<file path="config.mk">
export PLATFORM = sky130hd
export DESIGN_NAME = controller_port
export DESIGN_NICKNAME = d
export VERILOG_FILES = /design/src/common/nes_bus_pkg.sv /design/src/common/nes_io_pkg.sv /design/src/verilog/controller_port.sv
export VERILOG_INCLUDE_DIRS = /design/src /design/src/common
export SDC_FILE = /design/constraint.sdc
export NUM_CORES = 1
export LEC_CHECK = 0
export BUFFER_PORTS_ARGS = -buffer_cell sky130_fd_sc_hd__clkbuf_2
export CAP_MARGIN = 40
export CORE_AREA = 8 8 45 47
export CTS_CLUSTER_DIAMETER = 50
export DETAILED_ROUTE_END_ITERATION = 8
export DIE_AREA = 0 0 53 55
export PLACE_DENSITY = 0.75
export SYNTH_ARGS = -nofsm -noshare
export SYNTH_HDL_FRONTEND = slang
export SYNTH_SLANG_ARGS = --single-unit
export TNS_END_PERCENT = 1
</file>
<file path="constraint.sdc">
create_clock -name i_clk -period 2.3 [get_ports i_clk]
set_input_delay 0.23 -clock i_clk [delete_from_list [all_inputs] [get_ports i_clk]]
set_output_delay 0.23 -clock i_clk [all_outputs]
set_load 0.1 [all_outputs]
</file>
<file path="src/common/nes_cfg.svh">
`ifndef NES_CFG_SVH
`define NES_CFG_SVH

// work ram, 2 KB mirrored up to $1FFF
`define RAM_ADDR_BITS   11
`define RAM_MIRROR_END  16'h2000

// ppu registers mirrored every 8 bytes up to $3FFF
`define PPU_END         16'h4000

// cartridge prg rom window
`define PRG_BASE        16'h8000

// joypad ports
`define JOY1_ADDR       16'h4016
`define JOY2_ADDR       16'h4017
`define JOY_OPEN_BUS    8'h40   // upper bits left on the bus by the address high byte

`endif

</file>
<file path="src/common/nes_bus_pkg.sv">
`include "nes_cfg.svh"

package nes_bus_pkg;

    typedef logic [15:0] cpu_addr_t;
    typedef logic [7:0]  cpu_data_t;
    typedef logic [`RAM_ADDR_BITS-1:0] ram_addr_t;  // index into the 2 KB work ram

    // read/write level as driven by the 6502
    localparam logic RW_READ  = 1'b1;
    localparam logic RW_WRITE = 1'b0;

    // which block a cpu cycle lands in
    typedef enum logic [2:0]
    {
        RANGE_NONE,
        RANGE_RAM,
        RANGE_PPU,
        RANGE_PRG,
        RANGE_JOY
    } address_range_e;

endpackage

</file>
<file path="src/common/nes_io_pkg.sv">
package nes_io_pkg;

    // selects one of the eight ppu registers $2000-$2007
    typedef logic [2:0] ppu_reg_sel_t;

    // active high, bit 0 is A
    // order A, B, Select, Start, Up, Down, Left, Right
    typedef logic [7:0] buttons_t;

endpackage

</file>
<file path="src/verilog/controller_port.sv">
`include "nes_cfg.svh"

module controller_port
(
    input  logic                   i_clk,
    input  logic                   i_reset,
    input  logic                   i_clk_en,
    input  nes_bus_pkg::cpu_addr_t i_address,
    input  logic                   i_rw,
    input  nes_bus_pkg::cpu_data_t i_data,
    input  nes_io_pkg::buttons_t   i_buttons,
    output logic                   o_oe1_n,
    output logic                   o_oe2_n,
    output logic                   o_serial_n
);
    import nes_bus_pkg::*;
    import nes_io_pkg::*;

    logic     joy1_read;
    logic     joy2_read;
    logic     strobe_write;
    logic     strobe;
    buttons_t shift_n;  // active low, A sits in bit 0

    assign joy1_read    = i_clk_en && (i_rw == RW_READ) && (i_address == `JOY1_ADDR);
    assign joy2_read    = i_clk_en && (i_rw == RW_READ) && (i_address == `JOY2_ADDR);
    assign strobe_write = i_clk_en && (i_rw == RW_WRITE) && (i_address == `JOY1_ADDR);

    assign o_oe1_n    = ~joy1_read;
    assign o_oe2_n    = ~joy2_read;
    assign o_serial_n = shift_n[0];

    always_ff @(posedge i_clk)
    begin
        if (i_reset)
            strobe <= 1'b0;
        else if (strobe_write)
            strobe <= i_data[0];  // $4016 bit 0 latches the pad
    end

    // parallel load while strobe is high, one bit per read otherwise
    always_ff @(posedge i_clk)
    begin
        if (i_reset)
            shift_n <= '1;  // all released
        else if (strobe)
            shift_n <= ~i_buttons;
        else if (joy1_read)
            shift_n <= {1'b0, shift_n[7:1]};  // serial in tied low, reads 1 after bit 8
    end

endmodule

</file>
== Yosys cells after proc, flatten, opt, wreduce, memory -nomap -nowiden ==
Cells that the tools add are included.
Operators by class
  equality and inequality tests: 2
  multiplexer cells: 2
  bitwise gates (word level): 4
  reduce and logical (&&, ||, !) cells: 6
Operators with widths (count)
  $eq 16x15->1 const B: 2
  $mux 8: 2
  $not 8->8: 1
  $logic_and 1x1->1: 5
  $not 1->1: 3
  $reduce_bool 2->1: 1
Word-level totals
  register bits after elaboration: 9
  bits of input ports: 36
  output and inout port bits: 3
  word-level logic and storage cells: 16

== Longest topological paths before layout ==
  depth after elaboration: 4
  gate-level depth with buffers: 5
  gate-level depth less buffers: 5

== Worst setup path after synthesis ==
No wires, ideal clock.
  path kind: input-to-output
  start: input i_address[9]
  end: output o_oe2_n
  arrival: 1644 ps
  required time: 2070 ps
  path slack: 426 ps
  stages: 5
  path buffers: 1
  cell sequence: nor4b_1 -> nand4_1 -> buf_2 -> inv_1 -> nand3_1
Between the ends
  cells in the longest elaborated chain, start to end: 3
Ends and longest elaborated chain
  start, declared: RTL line controller_port.sv:8  | input nes_bus_pkg::cpu_addr_t i_address,
  $eq 16x15->1 (no line)
  $logic_and 1x1->1: RTL line controller_port.sv:26  | assign joy2_read = i_clk_en && (i_rw == RW_READ) && (i_address == `JOY2_ADDR);
  $not 1->1: RTL line controller_port.sv:30  | assign o_oe2_n = ~joy2_read;
  end, declared: RTL line controller_port.sv:13  | output logic o_oe2_n,
No other way between the ends.

== Final worst setup path ==
  start: input i_address[9]
  end: output o_oe1_n
Between the ends
  cells in the longest elaborated chain, start to end: 3
Ends and longest elaborated chain
  $eq 16x15->1 (no line)
  $logic_and 1x1->1: RTL line controller_port.sv:25  | assign joy1_read = i_clk_en && (i_rw == RW_READ) && (i_address == `JOY1_ADDR);
  $not 1->1: RTL line controller_port.sv:29  | assign o_oe1_n = ~joy1_read;
  end, declared: RTL line controller_port.sv:12  | output logic o_oe1_n,
No other way between the ends.

==> metrics.yaml <==
status:
  status: "finished, final reports clean"
sta:
  slew_violations: 0
  holdWs_ns: 0.160
  rsz0062_at_grt: "false"
  worst_pin_slew_ns: 0.549
  setup_viol_count_final: 0
  min_period_ns: 1.83
  hold_viol_final: 0
  tns_ns: 0
  max_freq_mhz: 545
  relSlewSlack: 0.633
  finalCritPeriodShare: 0.797
  clock-skew-final_ns: 0.000293
power:
  power_density_nw_per_um2: 451
  ir_drop_mv: 0.265
  total_power_w: 0.000313
  cellLeakagePower_nw: 0.298
run:
  cap_violations: 0
detailed_routing:
  drtPass1Iterations: 4
  wl_per_cell_um: 13.2
  drt_iter0_drc: 7
  drtAntennaViolNets: 0
  vias: 596
  wl_um: 1480
  viasPerCell: 5.32
  drc: 0
floorplan:
  die_w_um: 53
  io_pins: 39
  coreArea_um2: 1380
  initial_utilization: 0.368
  die_h_um: 55
  die-area_um2: 2920
  rows: 14
finish:
  drive_gt1_frac: 0.385
  n_fill_cell: 145
  area_growth_pct: 36.4
  final_cell_mix: "31 x clkbuf_2, 9 x dfxtp_1, 7 x nor3_1"
  final_common_cell: "clkbuf_2"
  antenna_cells: 0
  nets: 133
yosys:
  syn-cell-area_um2: 509
  synth-seq-area-share: 0.354
  avgSynthCellArea_um2: 7.72
  synth_warnings: 0
  syn_inst: 66
  ys_seq_elements: 9
  syn-num-nets: 102
  synthDistinctLibCells: 25
global_route:
  grtUsageTotal: 0.115
  grt_pass1_wl_um: 2500
  grt_max_degree: 19
  grt_pass1_vias: 668
  antenna_found_initial: 0
  overflow: 0
clock_tree:
  cts_root_buffer: "clkbuf_4"
  clkLatencyLatePin_ns: 0.26
  path_clk_slew_ns: 0.06
  postCtsHoldBufs: 0
  clock_path_buffers: 2
  post_cts_buffers: 0
  ctsResizeCount: 0
  htree_levels: 1
  cts_made_buffers: 3
  cts.sinks: 9
  cts_tree: "built"
worst_setup_path:
  cp_max_fo: 6
  required_ns: 2.07
  crit_path_end_kind: "primary output"
  worstSetupPathType: "input pin to primary output"
  crit_arrival_ns: 1.60
  startpoint_type: "input pin"
place:
  port_buffers: 31
  gp_congestion: 0.776
  hpwl_um: 1160
worst_hold_path:
  hp-class: "input pin to register"
flip-flops by register name, summed over array words and instances, names as in the netlist:
register / cells
strobe: 1
shift_n: 8
final cells by class:
cell class	count	area [µm²]	share of cell area
Timing Repair Buffer	32	163	0.234
Clock buffer	4	26.3	0.0378
Tap cell	16	20.0	0.0288
Multi-Input combinational cell	48	294	0.423
Inverter	3	11.3	0.0162
Sequential cell	9	180	0.259
power breakdown:
| group | switching [W] | internal (W) | total (W) | leakage, nW |
|---|---|---|---|---|
| Combinational | 0.0000143 | 0.0000197 | 0.0000340 | 0.210 |
| Sequential | 0.000000000508 | 0.000156 | 0.000156 | 0.0728 |
| Clock | 0.0000567 | 0.0000670 | 0.000124 | 0.0150 |
| Total | 0.0000710 | 0.000242 | 0.000313 | 0.298 |
critical path, cell delays in order:
cell and delay (ns):
clkbuf_2 0.08, nor4b_1 0.33, nand4_1 0.18, nor2_2 0.27, inv_1 0.12, clkbuf_2 0.39
final timing paths:
kind / from / end / slack [ns] / cells after the start
worst min-delay path: i_buttons[5] / shift_n[5] / 0.16 / 2
worst max-delay path: i_address[9] / o_oe1_n / 0.47 / 6
worst min register to register: shift_n[7] / shift_n[7] / 0.48 / 2
worst max register to register: strobe / shift_n[1] / 0.99 / 3
layer usage:
layer / up-vias / routed length, µm / track usage
met3: 5 / 158 / 0.0561
met4: 0 / 43 / 0.0991
li1: 303 / - / -
met1: 258 / 646 / 0.115
met5: - / 0 / 0
met2: 30 / 635 / 0.178
cell usage after synthesis (all sizes together):
library cell / n / area, µm²
nand3: 1 / 5.00
nor3: 7 / 35.0
a221oi: 1 / 8.76
nand2: 6 / 22.5
a211oi: 5 / 37.5
a21oi: 2 / 10.0
nor4b: 1 / 8.76
nor4bb: 2 / 20.0
o221a: 1 / 11.3
clkbuf: 5 / 18.8
nor4: 1 / 6.26
buf: 1 / 5.00
o21ai: 3 / 15.0
nand4: 1 / 6.26
nor2b: 1 / 6.26
dfxtp: 9 / 180
o31ai: 1 / 7.51
o21ba: 1 / 10.0
nand2b: 1 / 6.26
o21a: 4 / 30.0
or4b: 1 / 10.0
or3: 2 / 12.5
nor2: 6 / 25.0
inv: 3 / 11.3
stage by stage:
stage,cells,util,setup slack (ns),area [µm²]
2_1_floorplan,66,-,0.426,509
3_3_place_gp,108,0.483,0.490,668
3_5_place_dp,108,0.483,0.421,668
4_1_cts,112,0.502,0.418,694
5_1_grt,112,0.502,0.341,694
6_report,112,0.502,0.466,694
cell families (layout without fill, tap and decap cells):
group                  after synthesis  after routing  share of synthesized area
AOI/OAI and AO/OA                   18             18                      0.256
and+or+nand+nor                     30             30                      0.322
DFF                                  9              9                      0.354
buffers and inverters                9             39                     0.0688
(Power assumes the default switching activity.)
