**config.mk**
```make
export PLATFORM = sky130hd
export DESIGN_NAME = cpu_memory_map_flat
export DESIGN_NICKNAME = d
export VERILOG_FILES = /design/src/common/nes_bus_pkg.sv /design/src/common/nes_io_pkg.sv /design/src/common/ram_bus_if.sv /design/src/memory_map/cpu_memory_map.sv /design/src/flat_wrapper.sv
export VERILOG_INCLUDE_DIRS = /design/src /design/src/common
export SDC_FILE = /design/constraint.sdc
export NUM_CORES = 1
export LEC_CHECK = 0
export BUFFER_PORTS_ARGS = -buffer_cell sky130_fd_sc_hd__clkbuf_2
export CAP_MARGIN = 10
export CORE_AREA = 5 5 58 60
export CTS_BUF_LIST = sky130_fd_sc_hd__clkbuf_8
export CTS_CLUSTER_SIZE = 10
export DETAILED_ROUTE_END_ITERATION = 8
export DIE_AREA = 0 0 63 65
export PLACE_DENSITY = 0.79
export SLEW_MARGIN = 5
export SYNTH_ARGS = -nofsm -noshare
export SYNTH_HDL_FRONTEND = slang
export SYNTH_SLANG_ARGS = --single-unit
```
**constraint.sdc**
```tcl
create_clock -name i_clk -period 2.15 [get_ports i_clk]
set_input_delay 0.5375 -clock i_clk [delete_from_list [all_inputs] [get_ports i_clk]]
set_output_delay 0.5375 -clock i_clk [all_outputs]
set_load 0.1 [all_outputs]
```
**src/common/nes_cfg.svh**
```systemverilog
`ifndef NES_CFG_SVH
`define NES_CFG_SVH

// work ram, 2 KB mirrored up to $1FFF
`define RAM_ADDR_BITS   11
`define RAM_MIRROR_END  16'h2000

// ppu registers mirrored every 8 bytes up to $3FFF
`define PPU_END         16'h4000

// cartridge prg rom window
`define PRG_BASE        16'h8000

// joypad ports
`define JOY1_ADDR       16'h4016
`define JOY2_ADDR       16'h4017
`define JOY_OPEN_BUS    8'h40   // upper bits left on the bus by the address high byte

`endif

```
**src/common/nes_bus_pkg.sv**
```systemverilog
`include "nes_cfg.svh"

package nes_bus_pkg;

    typedef logic [15:0] cpu_addr_t;
    typedef logic [7:0]  cpu_data_t;
    typedef logic [`RAM_ADDR_BITS-1:0] ram_addr_t;  // index into the 2 KB work ram

    // read/write level as driven by the 6502
    localparam logic RW_READ  = 1'b1;
    localparam logic RW_WRITE = 1'b0;

    // which block a cpu cycle lands in
    typedef enum logic [2:0]
    {
        RANGE_NONE,
        RANGE_RAM,
        RANGE_PPU,
        RANGE_PRG,
        RANGE_JOY
    } address_range_e;

endpackage

```
**src/common/nes_io_pkg.sv**
```systemverilog
package nes_io_pkg;

    // selects one of the eight ppu registers $2000-$2007
    typedef logic [2:0] ppu_reg_sel_t;

    // active high, bit 0 is A
    // order A, B, Select, Start, Up, Down, Left, Right
    typedef logic [7:0] buttons_t;

endpackage

```
**src/common/ram_bus_if.sv**
```systemverilog
interface ram_bus_if;
    import nes_bus_pkg::*;

    logic      cs;
    ram_addr_t address;     // already masked to the mirror
    logic      rw;          // 1 read, 0 write
    cpu_data_t wdata;
    cpu_data_t rdata;       // follows address without a clock

    modport master
    (
        output cs, address, rw, wdata,
        input  rdata
    );

    modport target
    (
        input  cs, address, rw, wdata,
        output rdata
    );

endinterface

```
**src/memory_map/cpu_memory_map.sv**
```systemverilog
`include "nes_cfg.svh"

module cpu_memory_map
(
    input  logic                       i_clk,
    input  logic                       i_reset,

    // cpu side
    input  logic                       i_clk_en,
    input  nes_bus_pkg::cpu_addr_t     i_address,
    input  logic                       i_rw,
    input  nes_bus_pkg::cpu_data_t     i_data,       // written by the cpu
    output nes_bus_pkg::cpu_data_t     o_data,       // read by the cpu

    ram_bus_if.master                  ram,

    // prg rom
    output logic                       o_prg_cs,
    output nes_bus_pkg::cpu_addr_t     o_prg_address,
    input  nes_bus_pkg::cpu_data_t     i_prg_data,

    // ppu registers
    output logic                       o_ppu_cs,
    output nes_io_pkg::ppu_reg_sel_t   o_ppu_rs,
    output logic                       o_ppu_rw,
    output nes_bus_pkg::cpu_data_t     o_ppu_data,
    input  nes_bus_pkg::cpu_data_t     i_ppu_data,

    // controller port
    input  logic                       i_oe1_n,
    input  logic                       i_oe2_n,
    input  logic                       i_serial_n    // low while the current button is pressed
);
    import nes_bus_pkg::*;

    address_range_e range;
    logic           ram_cs;
    logic           ppu_write;
    cpu_data_t      ppu_data_hold;
    cpu_data_t      read_data;

    // decode only qualified cycles, anything else stays NONE
    always_comb
    begin
        range = RANGE_NONE;
        if (i_clk_en)
        begin
            if (i_address < `RAM_MIRROR_END)
                range = RANGE_RAM;
            else if (i_address < `PPU_END)
                range = RANGE_PPU;
            else if (i_address >= `PRG_BASE)
                range = RANGE_PRG;
            else if ((i_address == `JOY1_ADDR) || (i_address == `JOY2_ADDR))
                range = RANGE_JOY;
        end
    end

    assign ram_cs    = (range == RANGE_RAM);
    assign o_prg_cs  = (range == RANGE_PRG);
    assign o_ppu_cs  = (range == RANGE_PPU);
    assign ppu_write = o_ppu_cs && (i_rw == RW_WRITE);

    assign ram.cs      = ram_cs;
    assign ram.address = ram_cs ? i_address[`RAM_ADDR_BITS-1:0] : '0;  // 2 KB mirror
    assign ram.rw      = ram_cs ? i_rw : RW_READ;
    assign ram.wdata   = (ram_cs && (i_rw == RW_WRITE)) ? i_data : '0;

    assign o_prg_address = o_prg_cs ? i_address : '0;

    assign o_ppu_rs   = o_ppu_cs ? i_address[2:0] : '0;  // 8 byte mirror
    assign o_ppu_rw   = o_ppu_cs ? i_rw : RW_READ;       // idle as read when deselected
    assign o_ppu_data = ppu_write ? i_data : ppu_data_hold;

    // ppu data lines keep the last written byte between writes
    always_ff @(posedge i_clk)
    begin
        if (i_reset)
            ppu_data_hold <= '0;
        else if (ppu_write)
            ppu_data_hold <= i_data;
    end

    // read data mux, zero on writes and idle cycles
    always_comb
    begin
        read_data = '0;
        if (i_rw == RW_READ)
        begin
            case (range)
                RANGE_RAM: read_data = ram.rdata;
                RANGE_PPU: read_data = i_ppu_data;
                RANGE_PRG: read_data = i_prg_data;
                RANGE_JOY:
                begin
                    if (!i_oe1_n)
                        read_data = `JOY_OPEN_BUS | {7'b0, ~i_serial_n};  // pressed reads 1
                    else if (!i_oe2_n)
                        read_data = `JOY_OPEN_BUS;  // port 2 has nothing pressed
                end
                default: read_data = '0;
            endcase
        end
    end

    assign o_data = read_data;

endmodule

```
**src/flat_wrapper.sv**
```systemverilog
// flat-port wrapper written by rule: the top's interface ports become plain ports
module cpu_memory_map_flat import nes_bus_pkg::*;
  (i_clk, i_reset, i_clk_en, i_address, i_rw, i_data, o_data, o_prg_cs, o_prg_address, i_prg_data, o_ppu_cs, o_ppu_rs, o_ppu_rw, o_ppu_data, i_ppu_data, i_oe1_n, i_oe2_n, i_serial_n, ram_cs, ram_address, ram_rw, ram_wdata, ram_rdata);
  ram_bus_if ram_i ();
  input  logic i_clk;
  input  logic i_reset;
  input  logic i_clk_en;
  input  nes_bus_pkg::cpu_addr_t i_address;
  input  logic i_rw;
  input  nes_bus_pkg::cpu_data_t i_data;
  output nes_bus_pkg::cpu_data_t o_data;
  output logic o_prg_cs;
  output nes_bus_pkg::cpu_addr_t o_prg_address;
  input  nes_bus_pkg::cpu_data_t i_prg_data;
  output logic o_ppu_cs;
  output nes_io_pkg::ppu_reg_sel_t o_ppu_rs;
  output logic o_ppu_rw;
  output nes_bus_pkg::cpu_data_t o_ppu_data;
  input  nes_bus_pkg::cpu_data_t i_ppu_data;
  input  logic i_oe1_n;
  input  logic i_oe2_n;
  input  logic i_serial_n;
  output wire logic [$bits(ram_i.cs)-1:0] ram_cs;
  output wire logic [$bits(ram_i.address)-1:0] ram_address;
  output wire logic [$bits(ram_i.rw)-1:0] ram_rw;
  output wire logic [$bits(ram_i.wdata)-1:0] ram_wdata;
  input wire logic [$bits(ram_i.rdata)-1:0] ram_rdata;
  assign ram_cs = ram_i.cs;
  assign ram_address = ram_i.address;
  assign ram_rw = ram_i.rw;
  assign ram_wdata = ram_i.wdata;
  assign ram_i.rdata = ram_rdata;
  cpu_memory_map u_core (.i_clk(i_clk), .i_reset(i_reset), .i_clk_en(i_clk_en), .i_address(i_address), .i_rw(i_rw), .i_data(i_data), .o_data(o_data), .ram(ram_i), .o_prg_cs(o_prg_cs), .o_prg_address(o_prg_address), .i_prg_data(i_prg_data), .o_ppu_cs(o_ppu_cs), .o_ppu_rs(o_ppu_rs), .o_ppu_rw(o_ppu_rw), .o_ppu_data(o_ppu_data), .i_ppu_data(i_ppu_data), .i_oe1_n(i_oe1_n), .i_oe2_n(i_oe2_n), .i_serial_n(i_serial_n));
endmodule
```
==> metrics, run 1 <==
die height 65 µm; Seq/Total Area, Yosys 0.194; number of flops mapped to enable cells by yosys 0; status stopped before the end; hold buffer count at cts 0; Root Buffer clkbuf_8; Top FF cell, synth dfxtp_1; Yosys reg bits 8; Die W 63 µm; Error [ERROR DPL-0038] Utilization greater than 100%, impossible to legalize; Cells after DPL 278; Mapped Nets 162; Last stage clock tree synthesis (4_1_cts); total setup buffers inserted after CTS 1; # IOs 114; Mapped Area 825 µm²; Synth Area per Inst 7.71 µm²; placer's final routability congestion estimate 0.857; IO buf count 113; Warnings, synthesis 0; ys async rst share 0; Site Rows 20; Syn Inst Count 107; Clock Sink Count 8; Netlist cell types 24; Longest Clk Path Bufs 2; post-CTS sizing 35; initial core utilization 0.287; Num CTS Buffers 3; placed wire-length estimate 5.67 mm; htree depth 1
==> metrics by stage <==
| step | cell area [µm²] | hold slack [ns] | setup slack [ns] |
|---|---|---|---|
| floorplan | 1090 | 0.609 | -0.213 |
| global placement | 2770 | 0.591 | -0.312 |
| detailed placement | 2770 | 0.612 | -0.443 |
==> cells by family after synthesis <==
group / Yosys count / share of synthesized area
compound gates: 12 / 0.124
buf+inv: 12 / 0.0652
simple gates: 67 / 0.507
mux: 8 / 0.109
flops: 8 / 0.194
==> synth_stat cells, types with 2 or more instances <==
| master | count | share of area |
|---|---|---|
| nor2b_1 | 9 | 0.068 |
| mux2_2 | 5 | 0.068 |
| a21oi_1 | 2 | 0.012 |
| nor2_1 | 7 | 0.032 |
| nor4bb_1 | 2 | 0.024 |
| mux2_1 | 3 | 0.041 |
| nand2_1 | 3 | 0.014 |
| and2_1 | 24 | 0.18 |
| clkbuf_1 | 7 | 0.032 |
| inv_1 | 3 | 0.014 |
| a222oi_1 | 8 | 0.097 |
| and3_1 | 15 | 0.11 |
| dfxtp_1 | 8 | 0.19 |
==> run 2, diff against run 1 <==
--- a/config.mk
+++ b/config.mk
@@ -8,12 +8,10 @@
 export LEC_CHECK = 0
 export BUFFER_PORTS_ARGS = -buffer_cell sky130_fd_sc_hd__clkbuf_2
 export CAP_MARGIN = 10
-export CORE_AREA = 5 5 58 60
-export CTS_BUF_LIST = sky130_fd_sc_hd__clkbuf_8
-export CTS_CLUSTER_SIZE = 10
+export CORE_AREA = 5 5 66 68
 export DETAILED_ROUTE_END_ITERATION = 8
-export DIE_AREA = 0 0 63 65
-export PLACE_DENSITY = 0.79
+export DIE_AREA = 0 0 71 73
+export PLACE_DENSITY_LB_ADDON = 0.15
 export SLEW_MARGIN = 5
 export SYNTH_ARGS = -nofsm -noshare
 export SYNTH_HDL_FRONTEND = slang
==> run 2 against run 1 <==
Net effect: the flow now finishes, with violations (negative setup slack); area after synthesis stayed put; synthesized cell count stayed put.
==> metrics, run 2 <==
status finished with violations (was stopped before the end); violations in the final reports negative setup slack; fmax 0.417 GHz; Crit path arrival time 1.86 ns; CTS tree built; crit end category output pin; Final #Nets 315; wirelength, routed 5.40 mm; RSZ-0062 raised after global routing true; Rel. slew slack 0.765; Yosys top cell area share 0.194 (unchanged); final worst slack -0.247 ns; critical path, cell by cell buf_8 > and4bb_2 > nor2b_4 > clkbuf_16 > mux2_4 > buf_12; Area Growth Syn to Fin 273%; Hold Path Cell Cnt 2; Warnings, synthesis 0 (unchanged); initial core utilization 0.217 (was 0.287); first-pass GRT wire length 7.95 mm; drc violations 0; die height 73 µm (was 65 µm); Wirelength per Cell 17.5 µm; Root Buffer clkbuf_8 (unchanged); Synth Area per Inst 7.71 µm² (unchanged); ANT cells 0; Worst IR Drop VDD 0.000200 V; Regs by FF count u_core.ppu_data_hold (8); final cell count without fillers 308; Slew Viols, Final 0; total gr overflow 0; Final Cycle Share 1.12; most common cell after layout, fill and taps aside buf_12; Netlist cell types 24 (unchanged); Leak 1.41 nW; CP Launch Type input pin; fraction of layout cells with a size suffix above 1 0.864; Seq/Total Area, Yosys 0.194 (unchanged); Yosys reg bits 8 (unchanged); Cells after DPL 297 (was 278); number of routed nets with antenna violations 0; vias in the first global route 1602; Die ar. 0.00518 mm²; Worst-Margin Slew 0.353 ns; Top FF cell, synth dfxtp_1 (unchanged); R2R Path Start u_core.ppu_data_hold[6]$_SDFF_PP0_; Final min period 2.40 ns; Site Rows 23 (was 20); Clock Sink Count 8 (unchanged); total power 0.894 mW; clock transition at the registers of the reported paths 0.04 ns; Initial DRC Count 64; Num CTS Buffers 3 (unchanged); worst slack at placement -0.376 ns (was -0.443 ns); placer's final routability congestion estimate 0.858 (was 0.857); vias per inst 4.75; Hold/Removal Path Class reg2reg; most frequent cells in the layout buf_12, clkbuf_2, buf_4; # IOs 114 (unchanged); CP Data Required Time 1.61 ns; kind of critical path in2out; Layout fillers 235; Die W 71 µm (was 63 µm); ys async rst share 0 (unchanged); total core area 0.00380 mm²; Max FO, Critical Path 5; GRT Resource Usage Total 0.194; Reg with most FFs u_core.ppu_data_hold; htree depth 1 (unchanged); r2r worst-path depth 3; P per Cell Area 291 mW/mm²; hold buffer count at cts 0 (unchanged); RR Endpoint u_core.ppu_data_hold[6]$_SDFF_PP0_; WHS 0.613 ns; slowest CP cell and4bb_2; Max-Cap Viols 0; final setup violating endpoints 31; largest cells by area after synthesis dfxtp_1, and2_1, and3_1 (unchanged); Crit path largest cell delay 0.33 ns; Mapped Nets 162 (unchanged); R2R Setup Slk 1.22 ns; number of flops mapped to enable cells by yosys 0 (unchanged); Longest Clk Path Bufs 2 (unchanged); largest net degree at the start of global routing 14; Synth top cells by count and2_1, and3_1, nor2b_1, a222oi_1, dfxtp_1 (unchanged); count leader, synth and2_1 (unchanged); vias 1464; Worst Hold Launch u_core.ppu_data_hold[4]$_SDFF_PP0_; initial antenna violation count 0; Clock Latency Late Sink 0.22 ns; final hold vios 0; DR pass1 iterations 6; IO buf count 113 (unchanged); Hold Crit Endpoint u_core.ppu_data_hold[4]$_SDFF_PP0_; cell accounting for the most synthesized area dfxtp_1 (unchanged); max reg flops 8; Mapped Area 825 µm² (unchanged); Syn Inst Count 107 (unchanged); clk_skew 0 ns; placed wire-length estimate 4.20 mm (was 5.67 mm)
run 2: cell counts after synthesis:
Identical to the previous run, type by type.
run 2: worst max-delay path: cells and delay by family:
family / cells / cell delay [ns]
muxes: 1 / 0.32
buffers and inverters: 3 / 0.44
and+or+nand+nor: 2 / 0.55
run 2: how the worst max path moves through the flow:
stage / from / endpoint / slack [ns] / depth (start not counted)
CTS: i_clk_en / o_data[1] / -0.25 / 8
global route: i_clk_en / o_data[1] / -0.30 / 8
floorplan: i_clk_en / o_data[0] / -0.21 / 5
finish: i_address[14] / o_ppu_data[0] / -0.25 / 6
detailed placement: i_address[13] / o_data[6] / -0.38 / 7
global placement: i_address[13] / o_data[6] / -0.33 / 7
run 2: layer usage:
layer,up-vias,global-route usage,routed length [µm]
met3,14,0.0785,602
met5,-,0,0
met1,681,0.187,1630
met2,77,0.377,3020
li1,692,-,-
met4,0,0.0543,143
run 2: report_power, final:
| group | switching [mW] | leakage [nW] | internal, mW |
|---|---|---|---|
| clock | 0.0525 | 0.0216 | 0.121 |
| combinational | 0.327 | 1.32 | 0.243 |
| sequential | 0.000571 | 0.0646 | 0.151 |
run 2: kinds of logic (layout without fill, tap and decap cells):
logic type,after synthesis,count (layout),synth area share
AND/OR/NAND/NOR,67,67,0.507
AO/OA/AOI/OAI,12,12,0.124
buffers and inverters,12,163,0.0652
multiplexers,8,8,0.109
flip-flops,8,8,0.194
run 2: area by class of cell:
cell class	count	area (µm²)	share of cell area
Sequential cell	8	160	0.0520
Timing Repair Buffer	157	1930	0.626
Clock buffer	3	41.3	0.0134
Multi-Input combinational cell	87	871	0.283
Tap cell	50	62.6	0.0203
Inverter	3	15.0	0.00488
run 2: through the flow:
step / TNS [ns] / area, µm² / util
final: -4.61 / 3080 / 0.810
after global routing: -7.15 / 3080 / 0.810
after CTS: -3.98 / 2990 / 0.787
after detailed placement: -6.09 / 2820 / 0.742
after global placement: -5.12 / 2820 / 0.742
after floorplan: -2.15 / 1090 / -
run 2: what timing repair did:
item / CTS / global route
setup endpoints to repair: 36 / 40
pin swaps: 14 / 14
cloned: 0 / 2
setup buffers: 2 / 5
gates resized for setup: 24 / 10
Note: power is estimated with default switching activity, not from simulation.
